## src/hw/render_pkg.sv

```systemverilog
package render_pkg;

	// Worker pool
	localparam int num_workers = 16;

	// Pixel coordinates
	localparam int coord_width = 10;

	// Escape recurrence
	localparam int max_iter = 15;
	localparam int color_width = 4;
	localparam int seed_width = 8;

	typedef logic [coord_width-1:0] coord_t;
	typedef logic [num_workers-1:0] worker_mask_t;
	typedef logic [color_width-1:0] color_t;
	typedef logic [seed_width-1:0] seed_t;

	// Job handed to a worker
	typedef struct packed {
		coord_t x;
		coord_t y;
	} pix_job_t;

	// Finished pixel
	typedef struct packed {
		coord_t x;
		coord_t y;
		color_t color;
	} pix_result_t;

	typedef enum logic [2:0] {
		st_idle,
		st_search,
		st_rest,
		st_assign,
		st_drain
	} disp_state_t;

	typedef enum logic [1:0] {
		wk_idle,
		wk_run,
		wk_done
	} work_state_t;

	// Lowest set bit as a one-hot mask
	function automatic worker_mask_t lowest_one(input worker_mask_t m);
		return m & (~m + 1'b1);
	endfunction

endpackage

```

## src/hw/pix_inc.sv

```systemverilog
module pix_inc
	import render_pkg::*;
(
	input logic clk,
	input logic n_rst,
	input logic clear,
	input logic inc,
	input coord_t x_max,
	input coord_t y_max,
	output pix_job_t cur,
	output logic last
);

	coord_t x;
	coord_t y;
	logic x_wrap;
	logic y_wrap;

	assign x_wrap = (x == x_max);
	assign y_wrap = (y == y_max);

	// Raster order, x fastest
	always_ff @(posedge clk) begin
		if (n_rst == 1'b0 || clear == 1'b1) begin
			x <= '0;
			y <= '0;
		end else if (inc == 1'b1) begin
			if (x_wrap) begin
				x <= '0;
				if (y_wrap) begin
					y <= '0;
				end else begin
					y <= y + 1'b1;
				end
			end else begin
				x <= x + 1'b1;
			end
		end
	end

	assign cur.x = x;
	assign cur.y = y;

	// Final pixel of the frame
	assign last = x_wrap && y_wrap;

endmodule

```

## src/hw/dispatch.sv

```systemverilog
module dispatch
	import render_pkg::*;
(
	input logic clk,
	input logic n_rst,
	input logic start,
	input coord_t x_last,
	input coord_t y_last,
	input worker_mask_t jw_ready,
	output worker_mask_t jw_start,
	output pix_job_t job,
	output logic busy,
	output logic frame_done
);

	disp_state_t state;
	disp_state_t next_state;

	coord_t x_max;
	coord_t y_max;
	pix_job_t cur;
	logic last;
	logic inc;
	logic clear;
	logic any_ready;
	logic all_ready;
	worker_mask_t pick;

	pix_inc u_xy_cnt (
		.clk(clk),
		.n_rst(n_rst),
		.clear(clear),
		.inc(inc),
		.x_max(x_max),
		.y_max(y_max),
		.cur(cur),
		.last(last)
	);

	// New frame only from idle
	assign clear = (state == st_idle) && start;
	assign inc = (state == st_assign);
	assign busy = (state != st_idle);

	assign any_ready = |jw_ready;
	assign all_ready = &jw_ready;

	// Lowest ready worker wins
	assign pick = lowest_one(jw_ready);

	always_comb begin
		next_state = state;
		case (state)
			st_idle: begin
				if (start) begin
					next_state = st_search;
				end
			end
			st_search: begin
				if (any_ready) begin
					next_state = st_rest;
				end
			end
			// Lets the chosen worker drop ready
			st_rest: begin
				next_state = st_assign;
			end
			st_assign: begin
				if (last) begin
					next_state = st_drain;
				end else begin
					next_state = st_search;
				end
			end
			st_drain: begin
				if (all_ready) begin
					next_state = st_idle;
				end
			end
			default: begin
				next_state = st_idle;
			end
		endcase
	end

	always_ff @(posedge clk) begin
		if (n_rst == 1'b0) begin
			state <= st_idle;
			jw_start <= '0;
			frame_done <= 1'b0;
		end else begin
			state <= next_state;
			jw_start <= (state == st_search) ? pick : '0;
			frame_done <= (state == st_drain) && all_ready;
		end
	end

	// Frame limits and the job word
	always_ff @(posedge clk) begin
		if (clear) begin
			x_max <= x_last;
			y_max <= y_last;
		end
		if (state == st_search && any_ready) begin
			job <= cur;
		end
	end

endmodule

```

## src/hw/pixel_worker.sv

```systemverilog
module pixel_worker
	import render_pkg::*;
(
	input logic clk,
	input logic n_rst,
	input logic start,
	input pix_job_t job,
	input logic ack,
	output logic ready,
	output logic done,
	output pix_result_t result
);

	work_state_t state;
	work_state_t next_state;

	pix_job_t job_q;
	seed_t c;
	seed_t z;
	seed_t z_nxt;
	color_t steps;
	color_t steps_nxt;
	logic escape;

	// One step of z = z*z + c, kept to 8 bits
	always_comb begin
		z_nxt = seed_t'(z * z) + c;
		steps_nxt = steps + 1'b1;
		escape = z_nxt[seed_width-1] || (steps_nxt == color_t'(max_iter));
	end

	always_comb begin
		next_state = state;
		case (state)
			wk_idle: begin
				if (start) begin
					next_state = wk_run;
				end
			end
			wk_run: begin
				if (escape) begin
					next_state = wk_done;
				end
			end
			wk_done: begin
				if (ack) begin
					next_state = wk_idle;
				end
			end
			default: begin
				next_state = wk_idle;
			end
		endcase
	end

	always_ff @(posedge clk) begin
		if (n_rst == 1'b0) begin
			state <= wk_idle;
		end else begin
			state <= next_state;
		end
	end

	always_ff @(posedge clk) begin
		if (state == wk_idle && start) begin
			job_q <= job;
			c <= seed_t'(job.x ^ job.y);
			z <= '0;
			steps <= '0;
		end else if (state == wk_run) begin
			z <= z_nxt;
			steps <= steps_nxt;
		end
	end

	assign ready = (state == wk_idle);
	assign done = (state == wk_done);

	// Held until ack
	assign result.x = job_q.x;
	assign result.y = job_q.y;
	assign result.color = steps;

endmodule

```

## src/hw/result_collector.sv

```systemverilog
module result_collector
	import render_pkg::*;
(
	input logic clk,
	input logic n_rst,
	input worker_mask_t done,
	input pix_result_t results [num_workers],
	output worker_mask_t ack,
	output pix_result_t res,
	output logic res_valid
);

	worker_mask_t granted;
	worker_mask_t avail;
	pix_result_t pick;

	// Last grant is still dropping done
	assign avail = done & ~granted;
	assign ack = lowest_one(avail);

	// One-hot mux of the granted result
	always_comb begin
		pick = '0;
		for (int i = 0; i < num_workers; i++) begin
			if (ack[i]) begin
				pick = results[i];
			end
		end
	end

	always_ff @(posedge clk) begin
		if (n_rst == 1'b0) begin
			granted <= '0;
			res_valid <= 1'b0;
		end else begin
			granted <= ack;
			res_valid <= |ack;
		end
	end

	always_ff @(posedge clk) begin
		if (|ack) begin
			res <= pick;
		end
	end

endmodule

```

## src/hw/render_top.sv

```systemverilog
module render_top
	import render_pkg::*;
(
	input logic clk,
	input logic n_rst,
	input logic start,
	input coord_t x_last,
	input coord_t y_last,
	output pix_result_t res,
	output logic res_valid,
	output logic busy,
	output logic frame_done
);

	worker_mask_t jw_ready;
	worker_mask_t jw_start;
	worker_mask_t jw_done;
	worker_mask_t jw_ack;
	pix_job_t job;
	pix_result_t jw_result [num_workers];

	dispatch u_dispatch (
		.clk(clk),
		.n_rst(n_rst),
		.start(start),
		.x_last(x_last),
		.y_last(y_last),
		.jw_ready(jw_ready),
		.jw_start(jw_start),
		.job(job),
		.busy(busy),
		.frame_done(frame_done)
	);

	// Worker pool, all share the job word
	generate
		for (genvar i = 0; i < num_workers; i++) begin : g_worker
			pixel_worker u_worker (
				.clk(clk),
				.n_rst(n_rst),
				.start(jw_start[i]),
				.job(job),
				.ack(jw_ack[i]),
				.ready(jw_ready[i]),
				.done(jw_done[i]),
				.result(jw_result[i])
			);
		end
	endgenerate

	result_collector u_collector (
		.clk(clk),
		.n_rst(n_rst),
		.done(jw_done),
		.results(jw_result),
		.ack(jw_ack),
		.res(res),
		.res_valid(res_valid)
	);

endmodule

```

## config.mk

```make
export PLATFORM = sky130hd
export DESIGN_NAME = render_top
export DESIGN_NICKNAME = d
export VERILOG_FILES = /design/src/hw/render_pkg.sv /design/src/hw/pix_inc.sv /design/src/hw/dispatch.sv /design/src/hw/pixel_worker.sv /design/src/hw/result_collector.sv /design/src/hw/render_top.sv
export SDC_FILE = /design/constraint.sdc
export NUM_CORES = 2
export LEC_CHECK = 0
export ABC_AREA = 1
export ABC_CLOCK_PERIOD_IN_PS = 5270
export BUFFER_PORTS_ARGS = -buffer_cell sky130_fd_sc_hd__clkbuf_2
export CELL_PAD_IN_SITES_DETAIL_PLACEMENT = 1
export CELL_PAD_IN_SITES_GLOBAL_PLACEMENT = 1
export CORE_AREA = 2 2 273 410
export CTS_CLUSTER_DIAMETER = 40
export DETAILED_ROUTE_END_ITERATION = 10
export DIE_AREA = 0 0 275 412
export PLACE_DENSITY = 0.62
export RECOVER_POWER = 25
export SYNTH_ARGS = -nofsm -noshare
export SYNTH_HDL_FRONTEND = slang
export SYNTH_SLANG_ARGS = --single-unit
```

## constraint.sdc

```tcl
create_clock -name clk -period 5.27 [get_ports clk]
set_input_delay 0.2635 -clock clk [delete_from_list [all_inputs] [get_ports clk]]
set_output_delay 0.2635 -clock clk [all_outputs]
set_load 0.005 [all_outputs]
```

---- Yosys cells after proc, flatten, opt, wreduce, memory -nomap -nowiden ----
Cells that the tools add are included.
word-level totals
  flip-flop bits (word level) ............. 793
  input port bits ......................... 23
  logic and storage cells ................. 439
cells by class
  add/subtract/negate cells ............... 36
  $mul .................................... 16
  equality and inequality tests ........... 105
  muxes and demuxes ....................... 87
  bitwise operators ....................... 8
  reductions and logical operators ........ 77
operators with widths
  cell                     count
  $mux W24                 16
  $add A8 B8 Y8            16
  $mul A8 B8 Y8            16
  $mux W2                  48
  $pmux W2 S3              16
  $ne A2 B2 Y1 const B     33
  $add A4 B1 Y4 const B    16
  $eq A4 B4 Y1 const B     16
  $reduce_and A3 Y1        17
  $and A16 B16 Y16         3
  $not A16 Y16             3
  $ne A2 B1 Y1 const B     18
  $add A16 B1 Y16 const B  2
  $eq A2 B1 Y1 const B     16
  $eq A2 B2 Y1 const B     16
  $logic_not A2 Y1         16
  $reduce_or A16 Y1        2
  $add A10 B1 Y10 const B  2
  $eq A10 B10 Y1           2
  $logic_and A1 B1 Y1      20
  $mux W10                 2
  $logic_or A1 B1 Y1       17
  $reduce_and A16 Y1       1
  $pmux W3 S5              1
  other kinds (9)          14

---- Longest topological paths before layout ----
  depth after elaboration ................. 21
  depth in mapped cells ................... 22
  depth with buffers taken out ............ 21

---- Modules after synthesis ----
A second synthesis with hierarchy kept.
unflattened totals
  cell total of the unflattened synthesis .. 5238
  area total of the unflattened synthesis .. 47551.9 µm²
by module, submodules not included
  module                                    instances  cells each  area an instance (µm²)  seq. area each (µm²)
  pixel_worker (g_worker[3].u_worker ...)   5          249         2446.1                  1101.1
  pixel_worker (g_worker[0].u_worker ...)   5          245         2424.8                  1101.1
  pixel_worker (g_worker[15].u_worker ...)  3          250         2491.1                  1101.1
  pixel_worker (g_worker[8].u_worker ...)   2          244         2448.6                  1101.1
  result_collector                          1          869         4808.4                  1061.0
  pixel_worker (g_worker[14].u_worker)      1          250         2456.1                  1101.1
  dispatch                                  1          160         2107.0                  1601.5
  pix_inc                                   1          251         1455.1                  400.4

---- Worst setup path after synthesis ----
Ideal clock, no wire load.
  path kind ............................... register to register
  start ................................... register g_worker[7].u_worker.z[1]
  end ..................................... register g_worker[7].u_worker.state[1]
  setup time .............................. 0.128 ns
  data arrival time ....................... 3.834 ns
  data required time ...................... 5.142 ns
  setup slack ............................. 1.308 ns
  cell stages (with the launch flop) ...... 16
  buffers on the path ..................... 1
  cell sequence ........................... dfxtp_1 -> clkbuf_1 -> nand2_1 -> fa_1 -> fa_1 -> fa_1 -> fa_1 -> inv_1 -> ha_1 -> a21o_1 -> a31oi_1 -> xor2_1 -> xor2_1 -> o211ai_1 -> o21ai_0 -> nor2_1
between the ends
  longest elaborated chain between the ends .. 5
RTL lines
  what                         line                RTL
  start: declaration           pixel_worker.sv:19  seed_t z;
  start signal: assignment     pixel_worker.sv:71  z <= z_nxt;
  $mul A8 B8 Y8                pixel_worker.sv:27  z_nxt = seed_t'(z * z) + c;
  $add A8 B8 Y8                pixel_worker.sv:27
  $logic_or A1 B1 Y1           pixel_worker.sv:29  escape = z_nxt[seed_width-1] || (steps_nxt == color_t'(max_iter));
  $ne A2 B1 Y1 (no line)       -
  $reduce_and A3 Y1 (no line)  -
  end signal: assignment       pixel_worker.sv:58  state <= wk_idle;
  end signal: assignment       pixel_worker.sv:60  state <= next_state;
  end: declaration             pixel_worker.sv:14  work_state_t state;
Every way passes these cells.
A chain may end at the register's enable or synchronous reset.

---- Worst setup path after layout ----
  start ................................... register g_worker[4].u_worker.z[0]
  end ..................................... register g_worker[4].u_worker.state[1]
between the ends
  longest elaborated chain between the ends .. 5
RTL lines
  what                         line
  start: declaration           pixel_worker.sv:19
  start signal: assignment     pixel_worker.sv:71
  $mul A8 B8 Y8                pixel_worker.sv:27
  $add A8 B8 Y8                pixel_worker.sv:27
  $logic_or A1 B1 Y1           pixel_worker.sv:29
  $ne A2 B1 Y1 (no line)       -
  $reduce_and A3 Y1 (no line)  -
  end signal: assignment       pixel_worker.sv:58
  end signal: assignment       pixel_worker.sv:60
  end: declaration             pixel_worker.sv:14
Every way passes these cells.

==> summary.md <==
| Metric | Value |
|---|---|
| Area enclosed by the die boundary | roughly 110000 µm² |
| Cell taking the most area after synthesis | sky130_fd_sc_hd__edfxtp_1 |
| Signal arrival time at the worst endpoint | roughly 4800 ps |
| Per-cell via count in the routed design | a little under 5 |
| Type of element capturing the critical path | register |
| Grt met2 use | 40.9% |
| Width of the die | 275 µm |
| CTS clk-pin slew, worst paths | around 60 ps |
| Setup TNS | 0 ps |
| Total power per unit cell area | ~360 nW/µm² |
| Highest Clock Rate | between 200 and 250 MHz |
| Placer congestion estimate | around 0.8 |
| Clock latency reported for the late side of the worst-skew pair | 730 ps |
| Final worst-path cycle share | 84.0% |
| Post-detailed-routing wire length | around 110 mm |
| Max transition margin | -134% |
| Buffers inserted by post-CTS timing repair | 0 |
| Met3 capacity usage during global routing | around 2.1% |
| Design Power | around 18 mW |
| Area occupied by registers | just over 20000 µm² |
| Number of distinct standard cells referenced by the synthesized netlist | 47 |
| Number of port buffers | 49 |
| Fraction of synthesized cell area taken by the top area cell type | about a third |
| H-tree depth | 3 |
| Final Hold Fails | 0 |
| Worst min path class | input pin to register |
| Core Region | between 100000 and 150000 µm² |
| Global-route wire length before repair | about 180 mm |
| Violated checks | capacitance limit, slew limit |
| Die span in y | just over 400 µm |
| Top area cells in the synthesized netlist | sky130_fd_sc_hd__edfxtp_1, sky130_fd_sc_hd__dfxtp_1, sky130_fd_sc_hd__fa_1 |
| TritonCTS clock tree | built |
| Setup Crit Path Kind | register to register |
| Gr ovfl total | 0 |
| Met1 capacity usage during global routing | a little under a quarter |
| Top Usage Layer GRT | met2 |
| Syn_area_per_cell | approximately 10 µm² |
| Pins Over Slew Limit | 53 |
| Clock buffer count from CTS | 100 |
| Max-cap violation count | 1 |
| Final clock skew | around 35 ps |
| EDFF count, synth | approximately 510 |
| Synthesized net count | roughly 5000 |
| Worst setup SP type | register |
| Number of placed I/O pins | 50 |
| Area used by multi-input combinational logic | roughly 19000 µm² |
| Total setup violations reported at the end of the flow | 0 |
| RSZ-0062 raised after global routing | false |
| Layout cell share with drive strength beyond 1 | a little under 8% |
| Clk sink count | ~800 |
| Number of DRC markers after the initial detailed-route iteration | 1202 |
| Maximum vdd ir drop | 0.000249 V |
| Part of the Yosys area used for sequential elements | a little under half |
| Maximum number of pins on one net before global-route repair | 53 |
| Transition at the pin with the smallest max-transition slack | 3510 ps |
| NumNets Final | 5060 |
| Yosys warning count | 0 |
| Starting density of the core | between 30% and 40% |
| Async set-or-reset flop fraction in the synthesized netlist | 0% |
| Overall fraction of global-route tracks in use | a little over a fifth |
| Area growth from synthesis to layout | 13.5% |
| Clock Tree Buf Depth | 3 |
| DR DRC count | 0 |
| Final-layout fill cell count | approximately 12000 |
| Post-route minimum period | about 4400 ps |
| Highest fanout seen on the critical path | 9 |
| Via count of the first global-routing pass | between 30000 and 40000 |
| Worst endpoint required time | 5690 ps |
| Half-perimeter wire length after detailed placement | 84.3 mm |
| Status | complete, but fails checks |
| Detailed Routing Iterations Pass 1 | 7 |
| Initial antenna violation count | 3 |
| Number of placement rows | between 100 and 150 |
| Final antenna-violating net count | 0 |
| Total vias in the final route | ~29000 |
| Number of register bits inferred by synthesis | 777 |
| Netlist area before placement | between 40000 and 50000 µm² |
| Leakage Power | about 23 nW |
| Routed WL per cell | about 19 µm |
| Gate count after technology mapping | roughly 4300 |
| Most used DFF post-synth | sky130_fd_sc_hd__edfxtp_1 |
| Root Buffer | sky130_fd_sc_hd__clkbuf_16 |
## routing by layer
| metal | vias to the layer above | wire length [µm] | share of wire, % |
|---|---|---|---|
| li1 | 14171 | - | - |
| met1 | 14784 | 43700 | 38 |
| met2 | 372 | 63700 | 56 |
| met3 | 159 | 2960 | 2.6 |
| met4 | 0 | 4000 | 3.5 |
| met5 | - | 0 | 0 |
## power by group
part           leakage [nW]  internal [mW]  switching [mW]
sequential             6.81           6.84           0.395
combinational          14.0           1.50            2.17
clock                  1.68           4.10            2.99
total                  22.5           12.4            5.55
## critical path, cell delays in order, from the launching register on
cell and delay [ps]:
sky130_fd_sc_hd__dfxtp_1 510, sky130_fd_sc_hd__nand2_1 160, sky130_fd_sc_hd__fa_1 500, sky130_fd_sc_hd__fa_1 520, sky130_fd_sc_hd__inv_1 50, sky130_fd_sc_hd__fa_1 470
sky130_fd_sc_hd__inv_1 50, sky130_fd_sc_hd__fa_1 540, sky130_fd_sc_hd__inv_1 50, sky130_fd_sc_hd__ha_1 310, sky130_fd_sc_hd__nand2_1 50, sky130_fd_sc_hd__o21ai_0 200
sky130_fd_sc_hd__xor2_1 200, sky130_fd_sc_hd__xor2_1 220, sky130_fd_sc_hd__nand3_1 120, sky130_fd_sc_hd__nand2_1 100, sky130_fd_sc_hd__a21oi_1 60
## final cells by class
class | instances | share of cell area (%)
clock inverters | 68 | 1.64
repair buffers | 121 | 1.69
flip-flops and latches | 777 | 41.8
clock buffers | 122 | 5.43
inverters | 892 | 6.77
diodes | 2 | 0.0101
well taps | 1434 | 3.62
multi-input cells | 2575 | 39.1
## sequential cells by signal, indices dropped and copies added, names as in the netlist
signal	flops
u_dispatch.state	3
g_worker.u_worker.state	32
g_worker.u_worker.z	112
u_dispatch.job	20
u_dispatch.y_max	10
g_worker.u_worker.c	128
u_dispatch.u_xy_cnt.y	10
g_worker.u_worker.result	320
u_dispatch.jw_start	16
u_dispatch.frame_done	1
u_dispatch.u_xy_cnt.x	10
u_collector.res	24
u_collector.granted	16
g_worker.u_worker.steps	64
u_dispatch.x_max	10
u_collector.res_valid	1
## synthesized netlist by cell type, types with 2 or more instances
cell type,instances
sky130_fd_sc_hd__nand3_4,3
sky130_fd_sc_hd__dfxtp_1,265
sky130_fd_sc_hd__nand2_2,10
sky130_fd_sc_hd__nand2_4,3
sky130_fd_sc_hd__nor2_2,4
sky130_fd_sc_hd__nand3b_1,24
sky130_fd_sc_hd__o21ai_0,160
sky130_fd_sc_hd__a21o_1,19
sky130_fd_sc_hd__a31oi_1,8
sky130_fd_sc_hd__clkinv_1,12
sky130_fd_sc_hd__edfxtp_1,512
sky130_fd_sc_hd__a211oi_1,10
sky130_fd_sc_hd__nor3b_1,5
sky130_fd_sc_hd__fa_1,232
sky130_fd_sc_hd__inv_1,863
sky130_fd_sc_hd__or2_2,23
sky130_fd_sc_hd__o22ai_1,6
sky130_fd_sc_hd__nor3_2,2
sky130_fd_sc_hd__nand2_1,664
sky130_fd_sc_hd__a22o_1,7
sky130_fd_sc_hd__buf_6,5
sky130_fd_sc_hd__nor2_8,2
sky130_fd_sc_hd__a21oi_1,216
sky130_fd_sc_hd__o211ai_1,26
sky130_fd_sc_hd__nor3_1,24
sky130_fd_sc_hd__buf_4,6
sky130_fd_sc_hd__xor2_1,108
sky130_fd_sc_hd__xnor2_1,113
sky130_fd_sc_hd__nor4_1,17
sky130_fd_sc_hd__nand3_1,152
sky130_fd_sc_hd__nand4_1,61
sky130_fd_sc_hd__nand3_2,6
sky130_fd_sc_hd__nor2_1,288
sky130_fd_sc_hd__ha_1,338
sky130_fd_sc_hd__nor2_4,6
sky130_fd_sc_hd__o21ai_1,7
sky130_fd_sc_hd__buf_2,23
sky130_fd_sc_hd__inv_2,15
sky130_fd_sc_hd__o21bai_1,15
sky130_fd_sc_hd__or2_0,12
sky130_fd_sc_hd__clkbuf_1,51
## placed cells by master, fill, tap and decap left out, drive strengths merged, types with 15 or more instances in the layout
cell type,count
edfxtp,512
a21oi,216
nand3b,25
xnor2,113
a21o,19
nor4,17
nand3,161
o211ai,26
xor2,108
or2,35
nand2,677
o21ai,167
inv,899
fa,232
nand4,61
buf,49
o21bai,15
ha,338
clkinv,47
nor3,27
dfxtp,265
dlygate4sd3,22
nor2,300
clkbuf,172
## path summary, 6_finish.rpt
path                                                 from                       endpoint  slack, ps  cells after the start
worst max-delay path            g_worker[4].u_worker.z[0]  g_worker[4].u_worker.state[1]        840                     16
worst min-delay path                            x_last[1]            u_dispatch.x_max[1]        260                      2
worst max register to register  g_worker[4].u_worker.z[0]  g_worker[4].u_worker.state[1]        840                     16
worst min register to register   u_dispatch.u_xy_cnt.x[2]             u_dispatch.job[12]        460                      0
## timing repair
item / CTS / global route
hold buffers: 22 / 0
endpoints found under the hold margin: 22 / 0
resized for setup: 0 / 0
## metrics by stage
| step | worst slack, ps | cells | hold WS, ps | area (µm²) | utilization [%] |
|---|---|---|---|---|---|
| after global routing | 451 | 5989 | 258 | 49500 | 45.2 |
| final | 845 | 5991 | 262 | 49500 | 45.2 |
| after global placement | 1000 | 5777 | 440 | 45800 | 41.8 |
| after detailed placement | 907 | 5777 | 442 | 45800 | 41.8 |
| after floorplan | 1310 | 4329 | 362 | 43600 | - |
| after CTS | 900 | 5989 | 212 | 49500 | 45.2 |
## logic make-up (layout without fill, tap and decap cells)
| family | after synthesis | after routing | share of synthesized area [%] |
|---|---|---|---|
| AO/OA/AOI/OAI | 476 | 476 | 5.97 |
| XOR/XNOR | 221 | 221 | 4.44 |
| adder cells (fa/ha/maj) | 570 | 570 | 20.3 |
| buffers and inverters | 977 | 1203 | 8.62 |
| flip-flops | 777 | 777 | 47.4 |
| other | 0 | 2 | 0 |
| AND/OR/NAND/NOR | 1308 | 1308 | 13.2 |
No activity file was read; power rests on OpenSTA's default activity.
